--- config.mk ---
export PLATFORM = sky130hd
export DESIGN_NAME = img_proc_top
export DESIGN_NICKNAME = d
export VERILOG_FILES = /design/src/hdl/img_proc_pkg.sv /design/src/hdl/scan_counter.sv /design/src/hdl/mirror_engine.sv /design/src/hdl/gray_engine.sv /design/src/hdl/img_proc_ctrl.sv /design/src/hdl/img_proc_top.sv
export SDC_FILE = /design/constraint.sdc
export NUM_CORES = 1
export LEC_CHECK = 0
export BUFFER_PORTS_ARGS = -buffer_cell sky130_fd_sc_hd__buf_2
export CAP_MARGIN = 0
export CORE_MARGIN = 3
export CORE_UTILIZATION = 35
export DETAILED_ROUTE_END_ITERATION = 16
export GPL_ROUTABILITY_DRIVEN = 0
export GPL_TIMING_DRIVEN = 0
export HOLD_SLACK_MARGIN = 0.1
export SYNTH_ARGS = -nofsm -noshare
export SYNTH_HDL_FRONTEND = slang
export SYNTH_HIERARCHICAL = 1
export SYNTH_SLANG_ARGS = --single-unit
--- constraint.sdc ---
create_clock -name clk -period 2.7 [get_ports clk]
set_clock_uncertainty 0.15 [all_clocks]
set_input_delay 0.135 -clock clk [delete_from_list [all_inputs] [get_ports clk]]
set_output_delay 0.135 -clock clk [all_outputs]
set_load 0.01 [all_outputs]
--- src/hdl/img_proc_pkg.sv ---
`default_nettype none

package img_proc_pkg;

	localparam int IMG_DIM   = 64;          // Image side in pixels
	localparam int HALF_ROWS = IMG_DIM / 2; // Row pairs swapped by the mirror
	localparam int COORD_W   = 6;           // Row or column index width
	localparam int CHAN_W    = 8;           // One colour channel
	localparam int PIX_W     = 3 * CHAN_W;  // R 23:16, G 15:8, B 7:0

	typedef logic [COORD_W-1:0] coord_t;
	typedef logic [CHAN_W-1:0]  chan_t;
	typedef logic [PIX_W-1:0]   pixel_t;

	// Top level pass sequence
	typedef enum logic [1:0] {
		PH_MIRROR = 2'd0, // Swap rows r and 63-r
		PH_GAP    = 2'd1, // One idle cycle, counter back to origin
		PH_GRAY   = 2'd2, // Max/min midpoint into G
		PH_DONE   = 2'd3  // Parked, no more writes
	} phase_e;

	// Mirror sequence for one pixel pair
	typedef enum logic [1:0] {
		MS_READ_TOP  = 2'd0, // Latch pixel at (r, c)
		MS_READ_BOT  = 2'd1, // Latch pixel at (63-r, c)
		MS_WRITE_BOT = 2'd2, // Old top goes down
		MS_WRITE_TOP = 2'd3  // Old bottom goes up, counter steps
	} mir_step_e;

	// Grayscale sequence for one pixel
	typedef enum logic {
		GS_MEASURE = 1'b0, // Register max and min of R,G,B
		GS_WRITE   = 1'b1  // Write the midpoint in G
	} gray_step_e;

endpackage

`default_nettype wire

--- src/hdl/scan_counter.sv ---
`timescale 1ns/10ps
`default_nettype none

module scan_counter (
	input  logic                clk,
	input  logic                arst_n,
	input  logic                clear,  // Back to (0,0)
	input  logic                step,   // Advance one pixel
	input  logic                half,   // Stop at the middle row instead of the bottom
	output img_proc_pkg::coord_t row,
	output img_proc_pkg::coord_t col,
	output logic                last    // Final position of the selected region
);
	import img_proc_pkg::*;

	coord_t row_end; // Last row of the region

	assign row_end = half ? coord_t'(HALF_ROWS - 1) : coord_t'(IMG_DIM - 1);

	// Raster walk, left to right then top to bottom
	always_ff @(posedge clk or negedge arst_n) begin
		if (!arst_n) begin
			row <= '0;
			col <= '0;
		end else if (clear) begin // Clear wins over step
			row <= '0;
			col <= '0;
		end else if (step) begin
			if (col == coord_t'(IMG_DIM - 1)) begin // Wrap into next line
				col <= '0;
				row <= row + 1'b1;
			end else begin
				col <= col + 1'b1;
			end
		end
	end

	assign last = (row == row_end) && (col == coord_t'(IMG_DIM - 1));

endmodule

`default_nettype wire

--- src/hdl/mirror_engine.sv ---
`timescale 1ns/10ps
`default_nettype none

module mirror_engine (
	input  logic                 clk,
	input  logic                 arst_n,
	input  logic                 enable,   // Mirror phase active
	input  img_proc_pkg::coord_t scan_row, // Top row of the current pair
	input  img_proc_pkg::coord_t scan_col,
	input  logic                 last,     // Pair (31,63) reached
	input  img_proc_pkg::pixel_t in_pix,   // Combinational memory read
	output img_proc_pkg::coord_t row,
	output img_proc_pkg::coord_t col,
	output logic                 we,
	output img_proc_pkg::pixel_t pix,
	output logic                 step,     // Move the counter to the next pair
	output logic                 finish    // Last pair written
);
	import img_proc_pkg::*;

	mir_step_e state;
	pixel_t    top_hold; // Pixel read at (r, c)
	pixel_t    bot_hold; // Pixel read at (63-r, c)
	coord_t    mirror_row;
	logic      bot_side;

	// Four steps per pair, held while the phase is elsewhere
	always_ff @(posedge clk or negedge arst_n) begin
		if (!arst_n) begin
			state <= MS_READ_TOP;
		end else if (enable) begin
			case (state)
				MS_READ_TOP:  state <= MS_READ_BOT;
				MS_READ_BOT:  state <= MS_WRITE_BOT;
				MS_WRITE_BOT: state <= MS_WRITE_TOP;
				default:      state <= MS_READ_TOP;
			endcase
		end
	end

	// Pixel holding registers
	always_ff @(posedge clk) begin
		if (enable && state == MS_READ_TOP) top_hold <= in_pix;
		if (enable && state == MS_READ_BOT) bot_hold <= in_pix;
	end

	assign mirror_row = coord_t'(IMG_DIM - 1) - scan_row; // Row symmetric to the top one
	assign bot_side   = (state == MS_READ_BOT) || (state == MS_WRITE_BOT);

	assign row    = bot_side ? mirror_row : scan_row;
	assign col    = scan_col; // Same column on both sides
	assign we     = enable && (state == MS_WRITE_BOT || state == MS_WRITE_TOP);
	assign pix    = (state == MS_WRITE_BOT) ? top_hold : bot_hold; // Swapped contents
	assign step   = enable && (state == MS_WRITE_TOP);
	assign finish = step && last;

endmodule

`default_nettype wire

--- src/hdl/gray_engine.sv ---
`timescale 1ns/10ps
`default_nettype none

module gray_engine (
	input  logic                 clk,
	input  logic                 arst_n,
	input  logic                 enable,   // Grayscale phase active
	input  img_proc_pkg::coord_t scan_row,
	input  img_proc_pkg::coord_t scan_col,
	input  logic                 last,     // Pixel (63,63) reached
	input  img_proc_pkg::pixel_t in_pix,
	output img_proc_pkg::coord_t row,
	output img_proc_pkg::coord_t col,
	output logic                 we,
	output img_proc_pkg::pixel_t pix,
	output logic                 step,
	output logic                 finish
);
	import img_proc_pkg::*;

	gray_step_e        state;
	chan_t             red, green, blue;
	chan_t             hi, lo;          // Max and min of the live pixel
	chan_t             max_q, min_q;    // Registered in GS_MEASURE
	logic [CHAN_W:0]   mid_sum;         // 9 bits, no overflow

	assign red   = in_pix[2*CHAN_W +: CHAN_W];
	assign green = in_pix[CHAN_W +: CHAN_W];
	assign blue  = in_pix[0 +: CHAN_W];

	always_comb begin
		hi = red;
		lo = red;
		if (green > hi) hi = green;
		if (green < lo) lo = green;
		if (blue > hi)  hi = blue;
		if (blue < lo)  lo = blue;
	end

	always_ff @(posedge clk or negedge arst_n) begin
		if (!arst_n) state <= GS_MEASURE;
		else if (enable) state <= (state == GS_MEASURE) ? GS_WRITE : GS_MEASURE;
	end

	always_ff @(posedge clk) begin
		if (enable && state == GS_MEASURE) begin
			max_q <= hi;
			min_q <= lo;
		end
	end

	assign mid_sum = {1'b0, max_q} + {1'b0, min_q};

	assign row    = scan_row; // Written in place
	assign col    = scan_col;
	assign we     = enable && (state == GS_WRITE);
	assign pix    = {{CHAN_W{1'b0}}, mid_sum[CHAN_W:1], {CHAN_W{1'b0}}}; // Floor of the mean in G
	assign step   = we;
	assign finish = step && last;

endmodule

`default_nettype wire

--- src/hdl/img_proc_ctrl.sv ---
`timescale 1ns/10ps
`default_nettype none

module img_proc_ctrl (
	input  logic                 clk,
	input  logic                 arst_n,
	input  logic                 mir_finish,
	input  logic                 gray_finish,
	input  img_proc_pkg::coord_t mir_row,
	input  img_proc_pkg::coord_t mir_col,
	input  img_proc_pkg::coord_t gray_row,
	input  img_proc_pkg::coord_t gray_col,
	input  logic                 mir_we,
	input  logic                 gray_we,
	input  img_proc_pkg::pixel_t mir_pix,
	input  img_proc_pkg::pixel_t gray_pix,
	input  logic                 mir_step,
	input  logic                 gray_step,
	output logic                 mir_enable,
	output logic                 gray_enable,
	output logic                 scan_clear,  // Counter to origin between passes
	output logic                 scan_step,
	output logic                 scan_half,   // Mirror walks the upper half only
	output img_proc_pkg::coord_t row,
	output img_proc_pkg::coord_t col,
	output logic                 we,
	output img_proc_pkg::pixel_t pix,
	output logic                 mirror_done, // Sticky
	output logic                 gray_done    // Sticky
);
	import img_proc_pkg::*;

	phase_e phase;

	// Phase sequencer and done flags, mirror starts straight out of reset
	always_ff @(posedge clk or negedge arst_n) begin
		if (!arst_n) begin
			phase       <= PH_MIRROR;
			mirror_done <= 1'b0;
			gray_done   <= 1'b0;
		end else begin
			case (phase)
				PH_MIRROR: if (mir_finish) begin
					phase       <= PH_GAP;
					mirror_done <= 1'b1;
				end
				PH_GAP:    phase <= PH_GRAY; // Single idle cycle
				PH_GRAY:   if (gray_finish) begin
					phase     <= PH_DONE;
					gray_done <= 1'b1;
				end
				default:   phase <= PH_DONE; // Parked
			endcase
		end
	end

	assign mir_enable  = (phase == PH_MIRROR);
	assign gray_enable = (phase == PH_GRAY);
	assign scan_clear  = (phase == PH_GAP);
	assign scan_half   = mir_enable;
	assign scan_step   = (mir_enable && mir_step) || (gray_enable && gray_step);

	// Memory port mux, gray side also owns the port once parked
	assign row = mir_enable ? mir_row : gray_row;
	assign col = mir_enable ? mir_col : gray_col;
	assign pix = mir_enable ? mir_pix : gray_pix;
	assign we  = (mir_enable && mir_we) || (gray_enable && gray_we); // Low in gap and done

endmodule

`default_nettype wire

--- src/hdl/img_proc_top.sv ---
`timescale 1ns/10ps
`default_nettype none

module img_proc_top (
	input  logic                 clk,
	input  logic                 arst_n,
	input  img_proc_pkg::pixel_t in_pix,      // Combinational read at (row, col)
	output img_proc_pkg::coord_t row,
	output img_proc_pkg::coord_t col,
	output logic                 we,          // Store pix at (row, col) on this edge
	output img_proc_pkg::pixel_t pix,
	output logic                 mirror_done,
	output logic                 gray_done
);
	import img_proc_pkg::*;

	coord_t scan_row, scan_col;
	logic   scan_last, scan_clear, scan_step, scan_half;
	logic   mir_enable, gray_enable;
	coord_t mir_row, mir_col, gray_row, gray_col;
	logic   mir_we, gray_we, mir_step, gray_step, mir_finish, gray_finish;
	pixel_t mir_pix, gray_pix;

	scan_counter scan_counter_i (
		.clk(clk), .arst_n(arst_n), .clear(scan_clear), .step(scan_step), .half(scan_half),
		.row(scan_row), .col(scan_col), .last(scan_last)
	);

	mirror_engine mirror_engine_i (
		.clk(clk), .arst_n(arst_n), .enable(mir_enable),
		.scan_row(scan_row), .scan_col(scan_col), .last(scan_last), .in_pix(in_pix),
		.row(mir_row), .col(mir_col), .we(mir_we), .pix(mir_pix),
		.step(mir_step), .finish(mir_finish)
	);

	gray_engine gray_engine_i (
		.clk(clk), .arst_n(arst_n), .enable(gray_enable),
		.scan_row(scan_row), .scan_col(scan_col), .last(scan_last), .in_pix(in_pix),
		.row(gray_row), .col(gray_col), .we(gray_we), .pix(gray_pix),
		.step(gray_step), .finish(gray_finish)
	);

	img_proc_ctrl img_proc_ctrl_i (
		.clk(clk), .arst_n(arst_n), .mir_finish(mir_finish), .gray_finish(gray_finish),
		.mir_row(mir_row), .mir_col(mir_col), .gray_row(gray_row), .gray_col(gray_col),
		.mir_we(mir_we), .gray_we(gray_we), .mir_pix(mir_pix), .gray_pix(gray_pix),
		.mir_step(mir_step), .gray_step(gray_step),
		.mir_enable(mir_enable), .gray_enable(gray_enable),
		.scan_clear(scan_clear), .scan_step(scan_step), .scan_half(scan_half),
		.row(row), .col(col), .we(we), .pix(pix),
		.mirror_done(mirror_done), .gray_done(gray_done)
	);

endmodule

`default_nettype wire

# Word-level counts from Yosys, hierarchy flattened
# Index checks and enable logic that the tools add are counted.
[word_totals] regBits=83 output_inout_bits=39
[op_classes] n_mux=20 n_addsub=4 n_reduce_logical=24 n_lt_le_gt_ge=4 n_bitwise=1 n_eq_ne=9
[ops] operator="6-bit two-way mux" count=9
[ops] operator="24-bit two-way mux" count=2
[ops] operator="8-bit two-way mux" count=4
[ops] operator="8-bit greater-than comparator" count=2
[ops] operator="8-bit < comparator" count=2
[ops] operator="6-bit by 1-bit adder with 6-bit output, second input constant" count=2
[ops] operator="1-bit logical AND" count=12
[ops] operator="2-bit one-hot mux with 3 select lines" count=2
[ops] operator="8-bit by 8-bit adder with 9-bit output" count=1
[ops] operator="2-bit AND reduction" count=4
[ops] operator="2-bit == test, second input constant" count=3
[ops] operator="6-bit == test" count=1
[ops] operator="6-bit == test, second input constant" count=1
[ops] operator="6-bit subtractor, first input constant" count=1
[ops] operator="2-bit by 1-bit == test with 1-bit output, second input constant" count=2
[ops] operator="2-bit logical NOT" count=2
[ops] operator="1-bit logical OR" count=4
[ops] operator="2-bit two-way mux" count=2
[ops] operator="2-bit nonzero test" count=2
[ops] operator="2-bit by 1-bit inequality test with 1-bit output, second input constant" count=1
[ops] operator="2-bit inequality test, second input constant" count=1
[ops] operator="1-bit two-way mux" count=1
[ops] operator="1-bit inverter" count=1

# Depth between registers and ports, before layout
# Gate-level depths: netlist of run 1.
[depth] depth_word=7 ltp_mapped=15

# Hierarchy
# Netlist of run 1, hierarchy kept.
[modules_own_cells] module="mirror_engine" area_each_um2=2092.0 instances=1 seq_area_each_um2=1491.4 cells_each=105
[modules_own_cells] module="gray_engine" area_each_um2=1999.4 instances=1 seq_area_each_um2=505.5 cells_each=202
[modules_own_cells] module="img_proc_ctrl" area_each_um2=729.4 instances=1 seq_area_each_um2=100.1 cells_each=58
[modules_own_cells] module="scan_counter" area_each_um2=646.9 instances=1 seq_area_each_um2=300.3 cells_each=69

# Worst setup path before layout of run 1
# Ideal clock, no wire load.
[synth_path] path_kind="input port to flip-flop" start="input in_pix[21]" end="register gray_engine_i.max_q[0], data pin" path_stages=15 arrival_ps=2675 slack_ps=-385 n_path_buf=1 setup_ps=260 t_required_ps=2290 cell_sequence="inv_1 -> ha_1 -> a21oi_2 -> nor2_2 -> a211oi_4 -> a22oi_2 -> buf_6 -> mux2i_1 -> ha_1 -> a21o_1 -> a21oi_1 -> o21ai_1 -> a221oi_1 -> a21oi_2 -> mux2_2"
[synth_between] elab_chain_cells=4
[synth_rtl] element="from (decl)" line="img_proc_top.sv:7" text="input img_proc_pkg::pixel_t in_pix,"
[synth_rtl] element="8-bit greater-than comparator" line="gray_engine.sv:34" text="if (green > hi) hi = green;"
[synth_rtl] element="8-bit two-way mux (*)" line="gray_engine.sv:34"
[synth_rtl] element="8-bit greater-than comparator" line="gray_engine.sv:36" text="if (blue > hi) hi = blue;"
[synth_rtl] element="8-bit two-way mux (*)" line="gray_engine.sv:36"
[synth_rtl] element="named net gray_engine_i.hi[0]" line="gray_engine.sv:23" text="chan_t hi, lo;"
[synth_rtl] element="to (signal assigned)" line="gray_engine.sv:47" text="max_q <= hi;"
[synth_rtl] element="to (decl)" line="gray_engine.sv:24" text="chan_t max_q, min_q;"
# The timed path passes the listed nets; every way through them passes the cells marked *.
# A chain may end at the register's enable or synchronous reset.

# Worst setup path in the final report of run 1
# Same ends and word-level chain as after synthesis.

==> flow_summary.ini, run 1 <==
[sta]
tightest_slew_ns = 1.29
finalSetupViolations = 15
worst_slack_ns = -0.144
period_needed_ns = 2.84
rsz0062_at_grt = yes
timing.fmax_mhz = 352
period_share = 1.05
hold_ws_ns = 0.0817
max_slew_margin = 0.139
slew_violations = 0
hold_viol_final = 0
setup_tns_ns = -1.63

[global_route]
grt_usage = 0.144
grt_max_degree = 25
antenna_found_initial = 0
grt_first_pass_wirelength_um = 18600
overflow = 0
grt_pass1_vias = 3693

[yosys]
synth_edf_count = 64
synth_seq_area_share = 0.438
async_flop_share = 0.229
synth_top_cell_by_area = edfxtp_1
syn-cell-area_um2 = 5470
yosysTopAreaCellShare = 0.351
synth_area_leaders = edfxtp_1 35%, mux2_4 10%, dfrtp_1 8.7%, ha_1 8.2%, mux2i_1 6.0%
yosys_warnings = 6
syn_avg_cell_area_um2 = 12.6
synth.distinct_cells = 55
ys_ff_latch = 83
synthCells = 434
synth_flop_cell = edfxtp_1

[floorplan]
die_area_um2 = 17200
pin_count = 65
start_util = 0.358
core_area_um2 = 15300
rows = 45
die_x_um = 131
fp.dieH_um = 131

[routing]
routed-via-count = 3690
drc = 0
wirelength_um = 12000
routedWlPerCell_um = 15.0
drtAntennaViolNets = 0
post_drt_via_cell_ratio = 4.62
first_pass_iters = 4
drt_iter0_markers = 198

[critical_path]
critPathSlowestCell = ha_1
crit_buf_inv = 4
start_kind = input pin
cp-end-kind = flop
crit_fanout = 6
cpPeakStageDelay_ns = 0.34
crit_chain = buf_8 -> inv_4 -> ha_4 -> a21oi_4 -> nor2_4 -> a211oi_4 -> a22oi_2 -> buf_6 -> buf_6 -> mux2i_2 -> ha_1 -> a21oi_2 -> o21ai_2 -> a221oi_4 -> a21oi_4 -> mux2_4
crit_type = input pin to flop
cp.arrival_ns = 2.78
cp_data_required_time_ns = 2.64
path_delay_family = compound AO/OA/AOI/OAI gates

[clock_tree]
cts_buffers = 9
clock_latency_ns = 0.34
htree_levels = 3
clock_sink_count = 83
cts-root-buf = clkbuf_16
cts_buffer_depth = 2
cts_tree = done
clk_pin_slew_worst_paths_ns = 0.06

[outcome]
status = complete, but fails checks
violations = setup timing

[cells_and_area]
syn2layout_area_growth_pct = 35.1
diodes = 0
final_common_cell = edfxtp_1
final_cell_mix = 64 x edfxtp_1, 59 x buf_4, 51 x buf_2, 39 x mux2_4, 32 x dlygate4sd3_1
multi_input_area_um2 = 2940
layout-drive-gt1-share = 0.464
finish.utilization = 0.484
n_fill_cell = 1333
seqCellArea_um2 = 2400
final_nets = 646

[min_path]
min_path_type = input pin to flop

[power]
p_leak_nw = 3.23
p_per_area_nw_per_um2 = 419
ir_drop_mv = 0.299

[placed_design]
hpwlAfterDp_um = 8420
port_buffers = 64

[run]
cap_violations = 0
[cell usage after synthesis, types with 2 or more instances]
cell type,instances
o21a_1,2
o31ai_1,3
xor2_1,11
ha_1,36
xnor2_1,4
inv_1,28
or3_1,4
nand2_2,2
a21oi_2,3
buf_2,3
dfrtp_1,19
mux2_4,38
nand2b_1,4
o21ai_0,13
and2_1,5
buf_4,37
nor2b_1,5
nor2_1,9
buf_6,3
nand2_1,12
a21o_1,5
mux2i_1,33
a21oi_1,19
buf_12,4
and3_1,3
mux2_2,23
nand3_1,5
nand4_1,4
o21ai_1,6
or4_1,3
edfxtp_1,64
[through the flow]
step / cells / cell area [µm²] / power [mW] / setup WS [ns]
5_1_grt: 799 / 7390 / 3.24 / -0.270
4_1_cts: 784 / 7060 / 3.02 / -0.186
3_3_place_gp: 724 / 6280 / 1.81 / -0.766
3_5_place_dp: 724 / 6290 / 1.82 / -0.820
2_1_floorplan: 449 / 5700 / 1.71 / -0.289
6_report: 799 / 7390 / 3.09 / -0.144
[report_power, final]
part | leakage, nW | switching (mW) | internal (mW) | total [mW]
logic | 2.24 | 0.270 | 0.332 | 0.602
clock network | 0.121 | 0.472 | 0.607 | 1.08
registers | 0.865 | 0.00463 | 1.41 | 1.41
total | 3.23 | 0.747 | 2.35 | 3.09
[flip-flops by register name, indices dropped and copies added, names as in the netlist]
| register | cells |
|---|---|
| img_proc_ctrl_i/mirror_done | 1 |
| gray_engine_i/max_q | 8 |
| scan_counter_i/col | 6 |
| gray_engine_i/min_q | 8 |
| mirror_engine_i/top_hold | 24 |
| scan_counter_i/row | 6 |
| mirror_engine_i/bot_hold | 24 |
| mirror_engine_i/state | 2 |
| img_proc_ctrl_i/gray_done | 1 |
| img_proc_ctrl_i/phase | 2 |
| gray_engine_i/state | 1 |
[path summary, 6_finish.rpt]
| path | startpoint | endpoint | slack [ns] | cells past startpoint |
|---|---|---|---|---|
| setup reg to reg | img_proc_ctrl_i/phase[1] | mirror_engine_i/bot_hold[12] | 0.18 | 4 |
| setup / recovery | in_pix[21] | gray_engine_i/max_q[0] | -0.14 | 16 |
| hold reg to reg | img_proc_ctrl_i/mirror_done | img_proc_ctrl_i/mirror_done | 0.30 | 1 |
| max in group asynchronous | arst_n | img_proc_ctrl_i/gray_done | 1.96 | 2 |
| hold / removal | in_pix[20] | gray_engine_i/max_q[4] | 0.08 | 3 |
| min in group asynchronous | arst_n | scan_counter_i/row[2] | 0.12 | 2 |
[worst reg2reg max path, cell delays in order (launching register included)]
cell and delay, ns:
dfrtp_1 0.44, or2_4 0.27, inv_2 0.07, buf_6 0.18
and2_1 1.02
[final cells by class]
type	count	area share
multi-input combinational	289	0.397
sequential	83	0.324
buffer	48	0.0564
clock inverter	7	0.00474
tap	211	0.0357
timing repair buffer	123	0.134
clock buffer	9	0.0305
inverter	29	0.0171
[timing repair]
item                                    CTS  global route
hold buffers                             29             3
cloned                                    0             0
pin swaps                                16            20
gates resized for setup                  28            51
setup buffers                            15            12
hold endpoints to repair                 80             3
endpoints found under the setup margin   19            69
[per-layer routing]
layer | GRT usage | share of wire | vias up
met5 | 0 | 0 | -
met3 | 0.0224 | 0.030 | 14
met1 | 0.173 | 0.43 | 1780
li1 | - | - | 1833
met2 | 0.253 | 0.53 | 63
met4 | 0.0617 | 0.017 | 0
[cells by family after synthesis]
logic type	count (synthesis)	share of synthesized area
buffers and inverters	77	0.0950
xor gates and xnor gates	15	0.0240
DFF	83	0.438
AOI/OAI and AO/OA	63	0.0767
and+or+nand+nor	64	0.0670
adders and majority gates	37	0.0860
muxes	94	0.212
other	1	0.000686
No activity file was read; power rests on OpenSTA's default activity.
==> run 2, diff against run 1 <==
==> constraint.sdc (replaced) <==
create_clock -name clk -period 3.7 [get_ports clk]
set_clock_uncertainty 0.15 [all_clocks]
set_input_delay 0.185 -clock clk [delete_from_list [all_inputs] [get_ports clk]]
set_output_delay 0.185 -clock clk [all_outputs]
set_load 0.01 [all_outputs]
==> run 2 against run 1 <==
Against the previous run: the flow now finishes without violations; non-clock buffer count is 23 lower; clock power is 21% lower; die area is the same; first-iteration DRC count increased by 5.6%; setup slack better by 0.30 ns; sequential cell count did not move; utilization fell by 4.2 points; combinational power fell by 50%; critical endpoint unchanged.
==> flow_summary.ini, run 2 (synthesized netlist as in run 1, its figures left out) <==
[clock_tree]
clock_sink_count = 83
cts_tree = done
cts_buffers = 9
htree_levels = 3
cts_buffer_depth = 2
cts-root-buf = clkbuf_16
clock_latency_ns = 0.34
clk_pin_slew_worst_paths_ns = 0.06

[routing]
first_pass_iters = 4
drc = 0
drt_iter0_markers = 209
routedWlPerCell_um = 14.7
post_drt_via_cell_ratio = 4.63
drtAntennaViolNets = 0
routed-via-count = 3596
wirelength_um = 11400

[floorplan]
start_util = 0.358
core_area_um2 = 15300
die_x_um = 131
fp.dieH_um = 131
pin_count = 65
rows = 45
die_area_um2 = 17200

[critical_path]
cp.arrival_ns = 3.49
start_kind = input pin
crit_type = input pin to flop
rr_worst_depth = 4
cp_data_required_time_ns = 3.64
r2r-start = img_proc_ctrl_i/phase[0]
crit_path_start = in_pix[16]
regToRegSetupSlack_ns = 1.15
crit_fanout = 8
cp-end-kind = flop

[placed_design]
hpwlAfterDp_um = 8440
place_inst = 724
place_area_um2 = 6110
port_buffers = 64
dp_slack_ns = -0.0200

[cells_and_area]
final_nets = 623
syn2layout_area_growth_pct = 23.4
final_common_cell = buf_2
reg_top3 = mirror_engine_i/bot_hold (24), mirror_engine_i/top_hold (24)
final_cell_mix = 67 x buf_2, 64 x edfxtp_1, 48 x buf_4, 38 x mux2_4, 36 x ha_1
finish.utilization = 0.442
layout-drive-gt1-share = 0.381
final_cells = 776
diodes = 0
final_area_um2 = 6750

[global_route]
grt_first_pass_wirelength_um = 18400
overflow = 0
antenna_found_initial = 0
grt_max_degree = 25
grt_pass1_vias = 3618
grt_usage = 0.141

[power]
ir_drop_mv = 0.203
p_per_area_nw_per_um2 = 324
p_leak_nw = 3.07

[sta]
max_slew_margin = 0.168
finalSetupViolations = 0
hold_ws_ns = 0.168
timing.fmax_mhz = 282
period_share = 0.959
slew_violations = 0
tightest_slew_ns = 1.25
worst_slack_ns = 0.152
hold_viol_final = 0
period_needed_ns = 3.55

[min_path]
min_path_type = input pin to async pin

[outcome]
status = finished, final reports clean

[run]
cap_violations = 0
## run 2: cell count changes in the layout (fill, tap and decap cells not counted), moves of 9 or more
| cell | previous run | this run |
|---|---|---|
| buf_6 | 17 | 3 |
| buf_2 | 51 | 67 |
| buf_4 | 59 | 48 |
| ha_1 | 25 | 36 |
| ha_4 | 9 | 0 |
## run 2: what timing repair did
| action | 4_1_cts | 5_1_grt |
|---|---|---|
| setup endpoints to repair | 0 | 8 |
| hold buffers | 25 | 0 |
| buffers inserted | 0 | 11 |
| endpoints found under the hold margin | 67 | 0 |
| resized for setup | 0 | 3 |
## run 2: final timing paths
| path | to |
|---|---|
| worst max-delay path | gray_engine_i/max_q[0] |
| worst min-delay path | scan_counter_i/col[5] |
| worst max register to register | mirror_engine_i/top_hold[4] |
| worst min register to register | img_proc_ctrl_i/mirror_done |
| max in group asynchronous | img_proc_ctrl_i/phase[1] |
| min in group clk | gray_engine_i/min_q[1] |
## run 2: per-stage QoR
step,TNS [ns],total power [mW]
after detailed placement,-0.0200,1.29
after global routing,-0.0131,2.28
after CTS,0,2.18
after global placement,0,1.28
final,0,2.19
after floorplan,0,1.22
## run 2: layout make-up
class | count | area (µm²)
Multi-Input combinational cell | 289 | 2630
Fill cell | 1415 | 8510
Buffer | 48 | 410
Clock buffer | 14 | 275
Sequential cell | 83 | 2400
Clock inverter | 2 | 10.0
Tap cell | 211 | 264
Inverter | 29 | 109
Timing Repair Buffer | 100 | 653
## run 2: worst max-delay path: stages
cell           delay (ns)
dlygate4sd3_1        0.53
buf_2                0.15
ha_1                 0.17
nand2b_1             0.15
a21oi_2              0.14
o21ai_2              0.11
a22oi_2              0.17
buf_6                0.18
mux2i_2              0.26
ha_1                 0.28
a21o_1               0.16
a21oi_1              0.12
o21ai_1              0.10
a221oi_2             0.35
a21oi_4              0.12
mux2_2               0.30
## run 2: layer usage
| layer | GRT usage | share of wire | vias to the layer above |
|---|---|---|---|
| met5 | 0 | 0 | - |
| met2 | 0.228 | 0.48 | 78 |
| li1 | - | - | 1782 |
| met3 | 0.0382 | 0.049 | 9 |
| met1 | 0.183 | 0.46 | 1727 |
| met4 | 0.0430 | 0.012 | 0 |
## run 2: where the power goes
group	internal, mW	switching, mW	leakage (nW)
logic	0.150	0.152	2.07
registers	1.03	0.00348	0.865
clock network	0.512	0.342	0.142
